===== src/dispatch_pkg.sv =====
package dispatch_pkg;

   // Instruction field widths
   localparam int data_width     = 32;
   localparam int reg_addr_width = 5;
   localparam int imm_width      = 16;
   localparam int opcode_width   = 6;

   // MIPS major opcodes handled by dispatch
   typedef enum logic [opcode_width-1:0] {
      op_rtype = 6'd0,
      op_j     = 6'd2,
      op_beq   = 6'd4,
      op_bne   = 6'd5,
      op_lw    = 6'd35,
      op_sw    = 6'd43
   } opcode_e;

   // R-type function codes that leave the integer queue
   typedef enum logic [5:0] {
      fn_mult = 6'd24,
      fn_div  = 6'd26
   } funct_e;

   typedef enum logic [2:0] {
      q_none,
      q_int,
      q_ls,
      q_mult,
      q_div
   } queue_e;

   typedef enum logic {
      ls_lw = 1'b0,
      ls_sw = 1'b1
   } ls_op_e;

   typedef enum logic {
      st_dispatch,
      st_branch_stall
   } dispatch_state_e;

endpackage

===== src/dispatch.sv =====
module dispatch #(
   parameter int tag_width = 6
) (
   input  logic                                    clk,
   input  logic                                    reset,
   input  logic [31:0]                             ifq_inst,
   input  logic [31:0]                             ifq_pc_plus4,
   input  logic                                    ifq_empty,
   output logic                                    ifq_ren,
   output logic                                    ifq_branch_valid,
   output logic [31:0]                             ifq_branch_addr,
   input  logic                                    cdb_valid,
   input  logic [tag_width-1:0]                    cdb_tag,
   input  logic [dispatch_pkg::data_width-1:0]     cdb_data,
   input  logic                                    cdb_branch,
   input  logic                                    cdb_branch_taken,
   output logic [dispatch_pkg::imm_width-1:0]      equeue_imm,
   output logic [tag_width-1:0]                    equeue_rdtag,
   output logic [tag_width-1:0]                    equeue_rstag,
   output logic [tag_width-1:0]                    equeue_rttag,
   output logic [dispatch_pkg::data_width-1:0]     equeue_rsdata,
   output logic [dispatch_pkg::data_width-1:0]     equeue_rtdata,
   output logic                                    equeue_rsvalid,
   output logic                                    equeue_rtvalid,
   output logic                                    equeue_int_en,
   output logic [dispatch_pkg::opcode_width-1:0]   equeue_int_opcode,
   output logic                                    equeue_ls_en,
   output dispatch_pkg::ls_op_e                    equeue_ls_opcode,
   output logic                                    equeue_mult_en,
   output logic                                    equeue_div_en,
   input  logic                                    equeue_int_ready,
   input  logic                                    equeue_ls_ready,
   input  logic                                    equeue_mult_ready,
   input  logic                                    equeue_div_ready,
   input  logic [dispatch_pkg::reg_addr_width-1:0] debug_regfile_addr,
   output logic [dispatch_pkg::data_width-1:0]     debug_regfile_data
);
   import dispatch_pkg::*;

   dispatch_state_e state;
   dispatch_state_e next_state;
   logic [31:0]     branch_target_r;

   logic [reg_addr_width-1:0] dec_rs_addr, dec_rt_addr, dec_dest_addr;
   logic [imm_width-1:0]      dec_imm;
   queue_e                    dec_queue;
   logic [5:0]                dec_int_opcode;
   ls_op_e                    dec_ls_opcode;
   logic                      dec_needs_tag, dec_is_branch, dec_is_jump, dec_is_load;
   logic [31:0]               dec_jump_target, dec_branch_target;

   logic [data_width-1:0] rf_rs_data, rf_rt_data;
   logic [31:0]           rf_wen_onehot;
   logic [tag_width-1:0]  rst_rs_tag, rst_rt_tag;
   logic                  rst_rs_busy, rst_rt_busy;
   logic [tag_width-1:0]  fifo_head_tag;
   logic                  fifo_empty;

   logic queue_ready, can_dispatch, alloc;
   logic rs_cdb_hit, rt_cdb_hit;

   // Jumps and unknown opcodes need no queue and are never held back
   always_comb begin
      case (dec_queue)
         q_int:   queue_ready = equeue_int_ready;
         q_ls:    queue_ready = equeue_ls_ready;
         q_mult:  queue_ready = equeue_mult_ready;
         q_div:   queue_ready = equeue_div_ready;
         default: queue_ready = 1'b1;
      endcase
   end

   assign can_dispatch = (state == st_dispatch) && !ifq_empty && queue_ready &&
                         (!dec_needs_tag || !fifo_empty);
   assign alloc        = can_dispatch && dec_needs_tag;
   assign ifq_ren      = can_dispatch;

   assign equeue_int_en  = can_dispatch && (dec_queue == q_int);
   assign equeue_ls_en   = can_dispatch && (dec_queue == q_ls);
   assign equeue_mult_en = can_dispatch && (dec_queue == q_mult);
   assign equeue_div_en  = can_dispatch && (dec_queue == q_div);

   // While a branch is pending the only redirect source is the stored target
   assign ifq_branch_addr = (state == st_branch_stall) ? branch_target_r : dec_jump_target;

   always_comb begin
      next_state       = state;
      ifq_branch_valid = 1'b0;
      case (state)
         st_dispatch: begin
            ifq_branch_valid = can_dispatch && dec_is_jump;
            if (can_dispatch && dec_is_branch) begin
               next_state = st_branch_stall;
            end
         end
         st_branch_stall: begin
            if (cdb_branch) begin
               next_state       = st_dispatch;
               ifq_branch_valid = cdb_branch_taken;
            end
         end
      endcase
   end

   always_ff @(posedge clk) begin
      if (reset) begin
         state <= st_dispatch;
      end else begin
         state <= next_state;
      end
   end

   always_ff @(posedge clk) begin
      if (can_dispatch && dec_is_branch) begin
         branch_target_r <= dec_branch_target;
      end
   end

   // A result on the CDB this cycle resolves a busy operand immediately
   assign rs_cdb_hit = cdb_valid && rst_rs_busy && (rst_rs_tag == cdb_tag);
   assign rt_cdb_hit = cdb_valid && rst_rt_busy && (rst_rt_tag == cdb_tag);

   assign equeue_rsvalid    = !rst_rs_busy || rs_cdb_hit;
   assign equeue_rtvalid    = dec_is_load || !rst_rt_busy || rt_cdb_hit;
   assign equeue_rsdata     = rs_cdb_hit ? cdb_data : rf_rs_data;
   assign equeue_rtdata     = rt_cdb_hit ? cdb_data : rf_rt_data;
   assign equeue_rstag      = rst_rs_tag;
   assign equeue_rttag      = rst_rt_tag;
   assign equeue_rdtag      = fifo_head_tag;
   assign equeue_imm        = dec_imm;
   assign equeue_int_opcode = dec_int_opcode;
   assign equeue_ls_opcode  = dec_ls_opcode;

   inst_decoder u_decoder (
      .inst(ifq_inst), .pc_plus4(ifq_pc_plus4),
      .rs_addr(dec_rs_addr), .rt_addr(dec_rt_addr), .dest_addr(dec_dest_addr),
      .imm(dec_imm), .queue(dec_queue),
      .int_opcode(dec_int_opcode), .ls_opcode(dec_ls_opcode),
      .needs_tag(dec_needs_tag), .is_branch(dec_is_branch),
      .is_jump(dec_is_jump), .is_load(dec_is_load),
      .jump_target(dec_jump_target), .branch_target(dec_branch_target)
   );

   regfile u_regfile (
      .clk(clk), .reset(reset),
      .wen_onehot(rf_wen_onehot), .wdata(cdb_data),
      .rs_addr(dec_rs_addr), .rt_addr(dec_rt_addr),
      .rs_data(rf_rs_data), .rt_data(rf_rt_data),
      .debug_addr(debug_regfile_addr), .debug_data(debug_regfile_data)
   );

   reg_status_table #(.tag_width(tag_width)) u_status (
      .clk(clk), .reset(reset),
      .rs_addr(dec_rs_addr), .rt_addr(dec_rt_addr),
      .rs_tag(rst_rs_tag), .rt_tag(rst_rt_tag),
      .rs_busy(rst_rs_busy), .rt_busy(rst_rt_busy),
      .set(alloc), .set_addr(dec_dest_addr), .set_tag(fifo_head_tag),
      .cdb_valid(cdb_valid), .cdb_tag(cdb_tag),
      .wen_onehot(rf_wen_onehot)
   );

   tag_fifo #(.tag_width(tag_width)) u_tag_fifo (
      .clk(clk), .reset(reset),
      .pop(alloc), .head_tag(fifo_head_tag), .empty(fifo_empty),
      .cdb_valid(cdb_valid), .cdb_tag(cdb_tag)
   );

endmodule


===== src/inst_decoder.sv =====
module inst_decoder (
   input  logic [31:0]                             inst,
   input  logic [31:0]                             pc_plus4,
   output logic [dispatch_pkg::reg_addr_width-1:0] rs_addr,
   output logic [dispatch_pkg::reg_addr_width-1:0] rt_addr,
   output logic [dispatch_pkg::reg_addr_width-1:0] dest_addr,
   output logic [dispatch_pkg::imm_width-1:0]      imm,
   output dispatch_pkg::queue_e                    queue,
   output logic [5:0]                              int_opcode,
   output dispatch_pkg::ls_op_e                    ls_opcode,
   output logic                                    needs_tag,
   output logic                                    is_branch,
   output logic                                    is_jump,
   output logic                                    is_load,
   output logic [31:0]                             jump_target,
   output logic [31:0]                             branch_target
);
   import dispatch_pkg::*;

   opcode_e                   opcode;
   funct_e                    funct;
   logic [reg_addr_width-1:0] rd_addr;
   logic [25:0]               jump_addr;
   logic [31:0]               imm_sext;

   assign opcode    = opcode_e'(inst[31:26]);
   assign rs_addr   = inst[25:21];
   assign rt_addr   = inst[20:16];
   assign rd_addr   = inst[15:11];
   assign funct     = funct_e'(inst[5:0]);
   assign imm       = inst[15:0];
   assign jump_addr = inst[25:0];

   assign imm_sext      = {{(32 - imm_width){imm[imm_width-1]}}, imm};
   assign branch_target = pc_plus4 + {imm_sext[29:0], 2'b00};
   assign jump_target   = {pc_plus4[31:28], jump_addr, 2'b00};

   always_comb begin
      queue      = q_none;
      int_opcode = '0;
      ls_opcode  = ls_lw;
      needs_tag  = 1'b0;
      is_branch  = 1'b0;
      is_jump    = 1'b0;
      is_load    = 1'b0;
      dest_addr  = '0;
      case (opcode)
         op_rtype: begin
            needs_tag = 1'b1;
            dest_addr = rd_addr;
            case (funct)
               fn_mult: queue = q_mult;
               fn_div:  queue = q_div;
               default: begin
                  queue      = q_int;
                  int_opcode = funct;
               end
            endcase
         end
         // Branches go to the integer queue with the major opcode as the op
         op_beq, op_bne: begin
            queue      = q_int;
            int_opcode = opcode;
            is_branch  = 1'b1;
         end
         op_j: is_jump = 1'b1;
         op_lw: begin
            queue     = q_ls;
            needs_tag = 1'b1;
            is_load   = 1'b1;
            dest_addr = rt_addr;
         end
         op_sw: begin
            queue     = q_ls;
            ls_opcode = ls_sw;
         end
         default: queue = q_none;
      endcase
   end

endmodule


===== src/tag_fifo.sv =====
module tag_fifo #(
   parameter int tag_width = 6
) (
   input  logic                 clk,
   input  logic                 reset,
   input  logic                 pop,
   output logic [tag_width-1:0] head_tag,
   output logic                 empty,
   input  logic                 cdb_valid,
   input  logic [tag_width-1:0] cdb_tag
);

   localparam int num_tags = 2 ** tag_width;

   logic [tag_width-1:0] mem [num_tags];
   logic [tag_width-1:0] rd_ptr;
   logic [tag_width-1:0] wr_ptr;
   logic [tag_width:0]   count;
   logic                 do_pop;

   assign empty    = (count == '0);
   assign head_tag = mem[rd_ptr];
   assign do_pop   = pop && !empty;

   // The list starts full, so the write pointer wraps back onto slot 0
   always_ff @(posedge clk) begin
      if (reset) begin
         rd_ptr <= '0;
         wr_ptr <= '0;
         count  <= (tag_width + 1)'(num_tags);
         for (int i = 0; i < num_tags; i++) begin
            mem[i] <= tag_width'(i);
         end
      end else begin
         if (do_pop) begin
            rd_ptr <= rd_ptr + 1'b1;
         end
         if (cdb_valid) begin
            mem[wr_ptr] <= cdb_tag;
            wr_ptr      <= wr_ptr + 1'b1;
         end
         case ({cdb_valid, do_pop})
            2'b10:   count <= count + 1'b1;
            2'b01:   count <= count - 1'b1;
            default: count <= count;
         endcase
      end
   end

endmodule


===== src/reg_status_table.sv =====
module reg_status_table #(
   parameter int tag_width = 6
) (
   input  logic                                    clk,
   input  logic                                    reset,
   input  logic [dispatch_pkg::reg_addr_width-1:0] rs_addr,
   input  logic [dispatch_pkg::reg_addr_width-1:0] rt_addr,
   output logic [tag_width-1:0]                    rs_tag,
   output logic [tag_width-1:0]                    rt_tag,
   output logic                                    rs_busy,
   output logic                                    rt_busy,
   input  logic                                    set,
   input  logic [dispatch_pkg::reg_addr_width-1:0] set_addr,
   input  logic [tag_width-1:0]                    set_tag,
   input  logic                                    cdb_valid,
   input  logic [tag_width-1:0]                    cdb_tag,
   output logic [31:0]                             wen_onehot
);
   import dispatch_pkg::*;

   localparam int num_regs = 2 ** reg_addr_width;

   logic [num_regs-1:0]  busy;
   logic [tag_width-1:0] tags [num_regs];

   // Every busy register waiting on the broadcast tag takes the CDB data
   always_comb begin
      for (int i = 0; i < num_regs; i++) begin
         wen_onehot[i] = cdb_valid && busy[i] && (tags[i] == cdb_tag);
      end
   end

   // A new allocation overrides a CDB clear of the same register
   always_ff @(posedge clk) begin
      if (reset) begin
         busy <= '0;
      end else begin
         for (int i = 1; i < num_regs; i++) begin
            if (set && (set_addr == reg_addr_width'(i))) begin
               busy[i] <= 1'b1;
               tags[i] <= set_tag;
            end else if (wen_onehot[i]) begin
               busy[i] <= 1'b0;
            end
         end
      end
   end

   assign rs_busy = busy[rs_addr];
   assign rt_busy = busy[rt_addr];
   assign rs_tag  = tags[rs_addr];
   assign rt_tag  = tags[rt_addr];

endmodule


===== src/regfile.sv =====
module regfile (
   input  logic                                    clk,
   input  logic                                    reset,
   input  logic [31:0]                             wen_onehot,
   input  logic [dispatch_pkg::data_width-1:0]     wdata,
   input  logic [dispatch_pkg::reg_addr_width-1:0] rs_addr,
   input  logic [dispatch_pkg::reg_addr_width-1:0] rt_addr,
   output logic [dispatch_pkg::data_width-1:0]     rs_data,
   output logic [dispatch_pkg::data_width-1:0]     rt_data,
   input  logic [dispatch_pkg::reg_addr_width-1:0] debug_addr,
   output logic [dispatch_pkg::data_width-1:0]     debug_data
);
   import dispatch_pkg::*;

   localparam int num_regs = 2 ** reg_addr_width;

   logic [data_width-1:0] regs [num_regs];

   // Register 0 is only ever written by reset, so it stays zero
   always_ff @(posedge clk) begin
      if (reset) begin
         for (int i = 0; i < num_regs; i++) begin
            regs[i] <= '0;
         end
      end else begin
         for (int i = 1; i < num_regs; i++) begin
            if (wen_onehot[i]) begin
               regs[i] <= wdata;
            end
         end
      end
   end

   assign rs_data    = regs[rs_addr];
   assign rt_data    = regs[rt_addr];
   assign debug_data = regs[debug_addr];

endmodule


===== config.mk =====
export PLATFORM = sky130hd
export DESIGN_NAME = dispatch
export DESIGN_NICKNAME = d
export VERILOG_FILES = /design/src/dispatch_pkg.sv /design/src/dispatch.sv /design/src/inst_decoder.sv /design/src/tag_fifo.sv /design/src/reg_status_table.sv /design/src/regfile.sv
export SDC_FILE = /design/constraint.sdc
export NUM_CORES = 2
export LEC_CHECK = 0
export ABC_CLOCK_PERIOD_IN_PS = 12300
export BUFFER_PORTS_ARGS = -buffer_cell sky130_fd_sc_hd__buf_2
export CAP_MARGIN = 20
export CORE_MARGIN = 2
export CORE_UTILIZATION = 53
export DETAILED_ROUTE_END_ITERATION = 7
export PLACE_DENSITY_LB_ADDON = 0.2
export SLEW_MARGIN = 10
export SYNTH_ARGS = -nofsm -noshare
export SYNTH_HDL_FRONTEND = slang
export SYNTH_SLANG_ARGS = --single-unit
export TNS_END_PERCENT = 30

===== constraint.sdc =====
create_clock -name clk -period 12.3 [get_ports clk]
set_input_delay 0.615 -clock clk [delete_from_list [all_inputs] [get_ports clk]]
set_output_delay 0.615 -clock clk [all_outputs]
set_load 0.1 [all_outputs]

Word-level counts from Yosys, hierarchy flattened
Memory sizes are Yosys's and may differ from the RTL's. A register that Yosys moved wholly into a read port is not among the register bits.
Index checks and enable logic that the tools add are counted.

word-level totals
  register bits = 83
  bits in writable memories = 1,600
  input port bits = 117
  output and inout bits = 177
  word-level logic and storage cells = 744
  memories kept = 3

cells by class
  add/subtract/negate cells = 5
  $lt $le $gt $ge = 2
  equal/unequal tests = 77
  muxes and demuxes = 403
  bitwise gates (word level) = 32
  reduce and logical (&&, ||, !) cells = 186

memories
  memory          words  width  read ports  clocked after Yosys merged registers in  wr ports  line                    text
  u_regfile.regs  32     32     3           0                                        32        regfile.sv:17           logic [data_width-1:0] regs [num_regs];
  u_tag_fifo.mem  64     6      1           1                                        64        tag_fifo.sv:15          logic [tag_width-1:0] mem [num_tags];
  u_status.tags   32     6      33          0                                        1         reg_status_table.sv:24  logic [tag_width-1:0] tags [num_regs];

operators with widths
  operator             count
  $mux 32              34
  $mux 1               294
  $mux 6               35
  $eq 6x6->1           33
  $reduce_or 6->1      31
  $mux 5               30
  $logic_and 1x1->1    108
  $eq 5x5->1 const B   16
  $reduce_bool 2->1    32
  $eq 5x4->1 const B   8
  $add 32x32->32       1
  $or 1x1->1           31
  $eq 5x3->1 const B   4
  $pmux 7 s2           1
  $add 6x1->6 const B  2
  $eq 6x3->1 const B   2
  $eq 6x5->1 const B   2
  $eq 6x6->1 const B   2
  $lt 5x6->1 const B   2
  $pmux 6 s2           1
  $bmux 1 s5           2
  $eq 5x2->1 const B   2
  $pmux 5 s2           1
  $pmux 3 s3           1
  other kinds (18)     30

Logic depth before layout (Yosys ltp)
  depth in word-level cells = 43
  gate-level depth with buffers = 20
  gate-level depth less buffers = 17

Hierarchy
Synthesis repeated with hierarchy kept, for this count alone.

second synthesis, totals
  cell total of the unflattened synthesis = 6,803
  area, all modules = 95,477.8 um^2

by module, submodules not included
  module            instances  cells an instance  area each (um^2)  seq. area each (um^2)
  regfile           1          3,753              58,158.3          29,788.6
  tag_fifo          1          1,399              19,284.7          12,031.5
  reg_status_table  1          1,134              13,035.0          6,206.0
  dispatch          1          178                2,677.6           980.9
  inst_decoder      1          339                2,322.2           0.0

Least setup slack after synthesis
No wires, ideal clock.

  path kind = input to output
  start point = input port ifq_inst[21]
  end point = output port equeue_rsvalid
  arrival time = 5,026 ps
  required time = 11,685 ps
  slack = 6,659 ps
  cell stages on the path = 13
  path buffers = 5
  path through = buf_2 buf_2 buf_2 mux2i_1 o21ai_0 a21oi_1 o21bai_1 xnor2_1 nand4_1 or4_1 buf_2 buf_6 nand2_1

on the way
  elaborated cells between the ends (all ways) = 8
  classes of those cells = 1 x eq/ne; 2 x mux; 4 x reduce/logical; 1 x memory

RTL lines
  item                       line             text
  start, declared            dispatch.sv:6    input logic [31:0] ifq_inst,
  $mem_v2 32x6               -
  named net equeue_rstag[3]  dispatch.sv:19   output logic [tag_width-1:0] equeue_rstag,
  $eq 6x6->1                 dispatch.sv:120  assign rs_cdb_hit = cdb_valid && rst_rs_busy && (rst_rs_tag == cdb_tag);
  $logic_and 1x1->1          dispatch.sv:120
  $logic_or 1x1->1           dispatch.sv:123  assign equeue_rsvalid = !rst_rs_busy || rs_cdb_hit;
  end, declared              dispatch.sv:23   output logic equeue_rsvalid,

The timed path passes the listed nets, and every way through them passes these cells. The select of a mux whose other input is x is not followed.

Final worst setup path
  start point = input port ifq_inst[16]
  end point = output port equeue_rtdata[21] in the netlist's numbering

on the way
  longest elaborated chain between the ends = 5
  elaborated cells between the ends (all ways) = 8
  classes of those cells = 1 x eq/ne; 3 x mux; 2 x reduce/logical; 2 x memory

ends and longest elaborated chain
  item                                                                  line             text
  parallel branches: the longest is 4 deep, another holds $mem_v2 32x6  -
  $mux 32 *                                                             dispatch.sv:126  assign equeue_rtdata = rt_cdb_hit ? cdb_data : rf_rt_data;
  end, declared                                                         dispatch.sv:22   output logic [dispatch_pkg::data_width-1:0] equeue_rtdata,

Mark *: on every way between the ends. The select of a mux whose other input is x is not followed.

==> impl_metrics.json <==
{
  "nNetsFinal": 6069,
  "switching_share_pct": 27.6,
  "cts_sinks": 1651,
  "die_area_mm2": 0.177,
  "cpLargestDelayFamily": "buffers and inverters",
  "hp-class": "input pin to register",
  "wirelength_um": 293000,
  "tns_ns": 0,
  "path_common_cell": "buf_4",
  "die_w_um": 421,
  "p_int_mw": 10.1,
  "drt_iter0_drc": 8824,
  "seqCellArea_mm2": 0.0490,
  "cts_tree": "built",
  "peakVddDrop_mv": 0.179,
  "numPortBuffers": 293,
  "synth_flop_cell": "edfxtp_1",
  "drv_cap": 0,
  "hold_violations": 0,
  "core-area_mm2": 0.172,
  "first_global_vias": 58600,
  "dp_slack_ns": 5.63,
  "cp_data_required_time_ns": 11.69,
  "wl_per_cell_um": 34.9,
  "yosysTopAreaCell": "edfxtp_1",
  "fmax_ghz": 0.161,
  "avgSynthCellArea_um2": 15.5,
  "finalSetupViolCount": 0,
  "holdPathEnd": "branch_target_r[2]$_DFFE_PP_",
  "end_kind": "output port",
  "r2r_end": "u_status.tags[3][2]$_DFFE_PP_",
  "nFillCells": 13000,
  "synthTopCellsByCount": "1594 x edfxtp_1, 1098 x mux4_2, 800 x nor2_1",
  "viasPerCell": 7.09,
  "rows": 152,
  "clk_path_buf_depth": 3,
  "yosysUniqueCellTypes": 69,
  "initial_utilization_pct": 53.5,
  "via_count": 59400,
  "ctsResizeCount": 0,
  "grt_use_total_pct": 33.2,
  "multi_input_area_mm2": 0.0403,
  "drc": 0,
  "die_h_um": 421,
  "yosysMostFrequentCell": "edfxtp_1",
  "synth_top_area_share_pct": 52.0,
  "routabilityCongestion": 0.935,
  "io_pins": 294,
  "r2r_slack_ns": 7.55,
  "rsz0062_at_grt": "no",
  "drive_above_1_share_pct": 34.2,
  "root_buffer": "clkbuf_16",
  "critPathKind": "input pin to output port",
  "firstDrtPassIters": 6,
  "r2r_cells": 5,
  "maxSlewViolCount": 0,
  "synth-async-reset-ratio_pct": 0,
  "gr-total-overflow": 0,
  "start_kind": "input pin",
  "path_cells": "buf_8 > buf_4 > buf_4 > buf_4 > mux4_2 > mux4_2 > mux2_2 > mux2_1 > buf_2",
  "synth_seq_cells": 1651,
  "holdPathStages": 2,
  "post_cts_buffers": 0,
  "leakage_nw": 33.6,
  "finalCriticalPeriod_ns": 6.20,
  "synthCells": 5938,
  "dp_hpwl_um": 167000,
  "drtAntennaViolNets": 0,
  "combPwrFrac_pct": 15.7,
  "setup_ws_ns": 6.10,
  "pwr-share-seq_pct": 46.5,
  "syn2layout_area_growth_pct": 9.49,
  "p_switching_mw": 3.87,
  "status": "finished clean",
  "fin_skew_ns": 0.0279,
  "period_share_pct": 50.4,
  "path_clk_slew_ns": 0.07,
  "cp_slowest_cell": "buf_4",
  "syn_area_mm2": 0.0920,
  "cellPowerDensity_mw_per_mm2": 139,
  "synth_area_leaders": "edfxtp_1 52%, mux4_2 27%, nor2_1 3.3%, mux2_2 2.1%, clkbuf_1 1.8%",
  "final_core_util_pct": 58.5,
  "cts_inserted_buffers": 178,
  "clk-insertion-delay-late_ns": 0.84,
  "synthesis.nets": 6090,
  "worstMarginPinSlew_ns": 1.21,
  "holdCritStartpoint": "ifq_pc_plus4[2]",
  "slew_headroom_pct": 19.6,
  "ys_seq_area_share_pct": 53.3,
  "grt_max_degree": 109,
  "path_buf_inv": 5,
  "p_clk_share_pct": 37.8,
  "critPathMaxFanout": 52,
  "synth_edf_count": 1594,
  "grt_pass1_wl_um": 418000,
  "slowest_delay_ns": 0.85,
  "yosysWarnings": 0,
  "antenna_found_initial": 5,
  "ctsHtreeMaxLevel": 4,
  "cp.arrival_ns": 5.58
}
-- registers in the layout, indices dropped and copies added, names as in the netlist, named ones only --
register,count
u_tag_fifo.mem,384
u_tag_fifo.count,7
u_status.busy,31
u_tag_fifo.wr_ptr,6
u_regfile.regs,992
state,1
u_tag_fifo.rd_ptr,6
u_status.tags,186
branch_target_r,32
-- per-layer routing --
layer | vias up | global-route usage, % | routed length [um]
met2 | 4112 | 51.9 | 138000
li1 | 23600 | - | -
met1 | 30900 | 45.1 | 105000
met3 | 766 | 6.83 | 33500
met5 | - | 0 | 48
met4 | 2 | 15.6 | 15600
-- cell type report --
cell class	instances	area share, %
clock buffers	225	4.63
repair buffers	411	2.51
well taps	2310	2.87
flip-flops and latches	1651	48.7
multi-input cells	3581	40.0
inverters	94	0.356
diodes	5	0.0124
clock inverters	105	1.01
-- cell families after synthesis --
logic type               after synthesis  synth area share (%)
buffers and inverters                706                  3.10
XOR/XNOR                             232                  2.21
flip-flops                          1651                  53.3
AND/OR/NAND/NOR                     1566                  7.86
AO/OA/AOI/OAI                        363                  2.67
multiplexers                        1385                  30.4
adder cells (fa/ha/maj)               35                 0.484
-- power by group through the flow --
stage | combinational [mW] | sequential [mW] | clock (mW)
after floorplan | 1.62 | 6.58 | 0
after global placement | 2.18 | 6.60 | 0
after detailed placement | 2.19 | 6.62 | 0
after CTS | 2.19 | 6.50 | 5.34
after global routing | 2.28 | 6.53 | 5.54
final | 2.20 | 6.51 | 5.30
-- how the worst max path moves through the flow --
stage                      start                end  slack [ns]  cells past startpoint
CTS                 ifq_inst[16]  equeue_rtdata[21]        5.61                      9
detailed placement  ifq_inst[16]  equeue_rtdata[21]        5.63                      9
global placement    ifq_inst[16]  equeue_rtdata[26]        5.65                      9
global route        ifq_inst[16]  equeue_rtdata[21]        5.74                      9
floorplan           ifq_inst[21]     equeue_rsvalid        6.66                     13
finish              ifq_inst[16]  equeue_rtdata[21]        6.10                      9
-- what timing repair did --
item,CTS,global route
hold endpoints to repair,2,0
setup endpoints to repair,0,0
hold buffers,2,0
-- layout by cell type, fill, tap and decap left out, types with 15 or more instances in the layout --
master,netlist,layout
and2_1,107,107
clkinv_1,2,34
ha_1,34,34
clkinv_2,0,31
dfxtp_1,57,54
nand2b_2,0,15
clkbuf_1,429,44
a21oi_1,109,109
nor2_1,800,800
nand4_1,27,27
nand3_1,57,56
nand2_1,154,154
o21ai_0,45,45
mux2_1,25,25
or3_1,101,101
mux2_2,170,170
mux2i_1,63,63
xnor2_1,151,151
xor2_1,81,81
a22o_1,73,73
buf_2,54,277
or2_2,67,67
o22ai_1,36,36
edfxtp_1,1594,1594
mux4_2,1098,1098
buf_4,25,116
mux2_4,29,29
clkbuf_16,0,178
inv_1,91,88
nand2b_1,68,51
nor3_1,132,132
-- per-stage QoR --
step	instance area [um2]	std cells	hold slack (ns)	total power, mW
floorplan	92000	5938	0.464	8.20
global placement	95000	8044	0.479	8.78
detailed placement	95000	8044	0.496	8.81
CTS	101000	8376	0.0356	14.0
global route	101000	8379	0.0645	14.3
finish	101000	8382	0.0766	14.0
(Power assumes the default switching activity.)
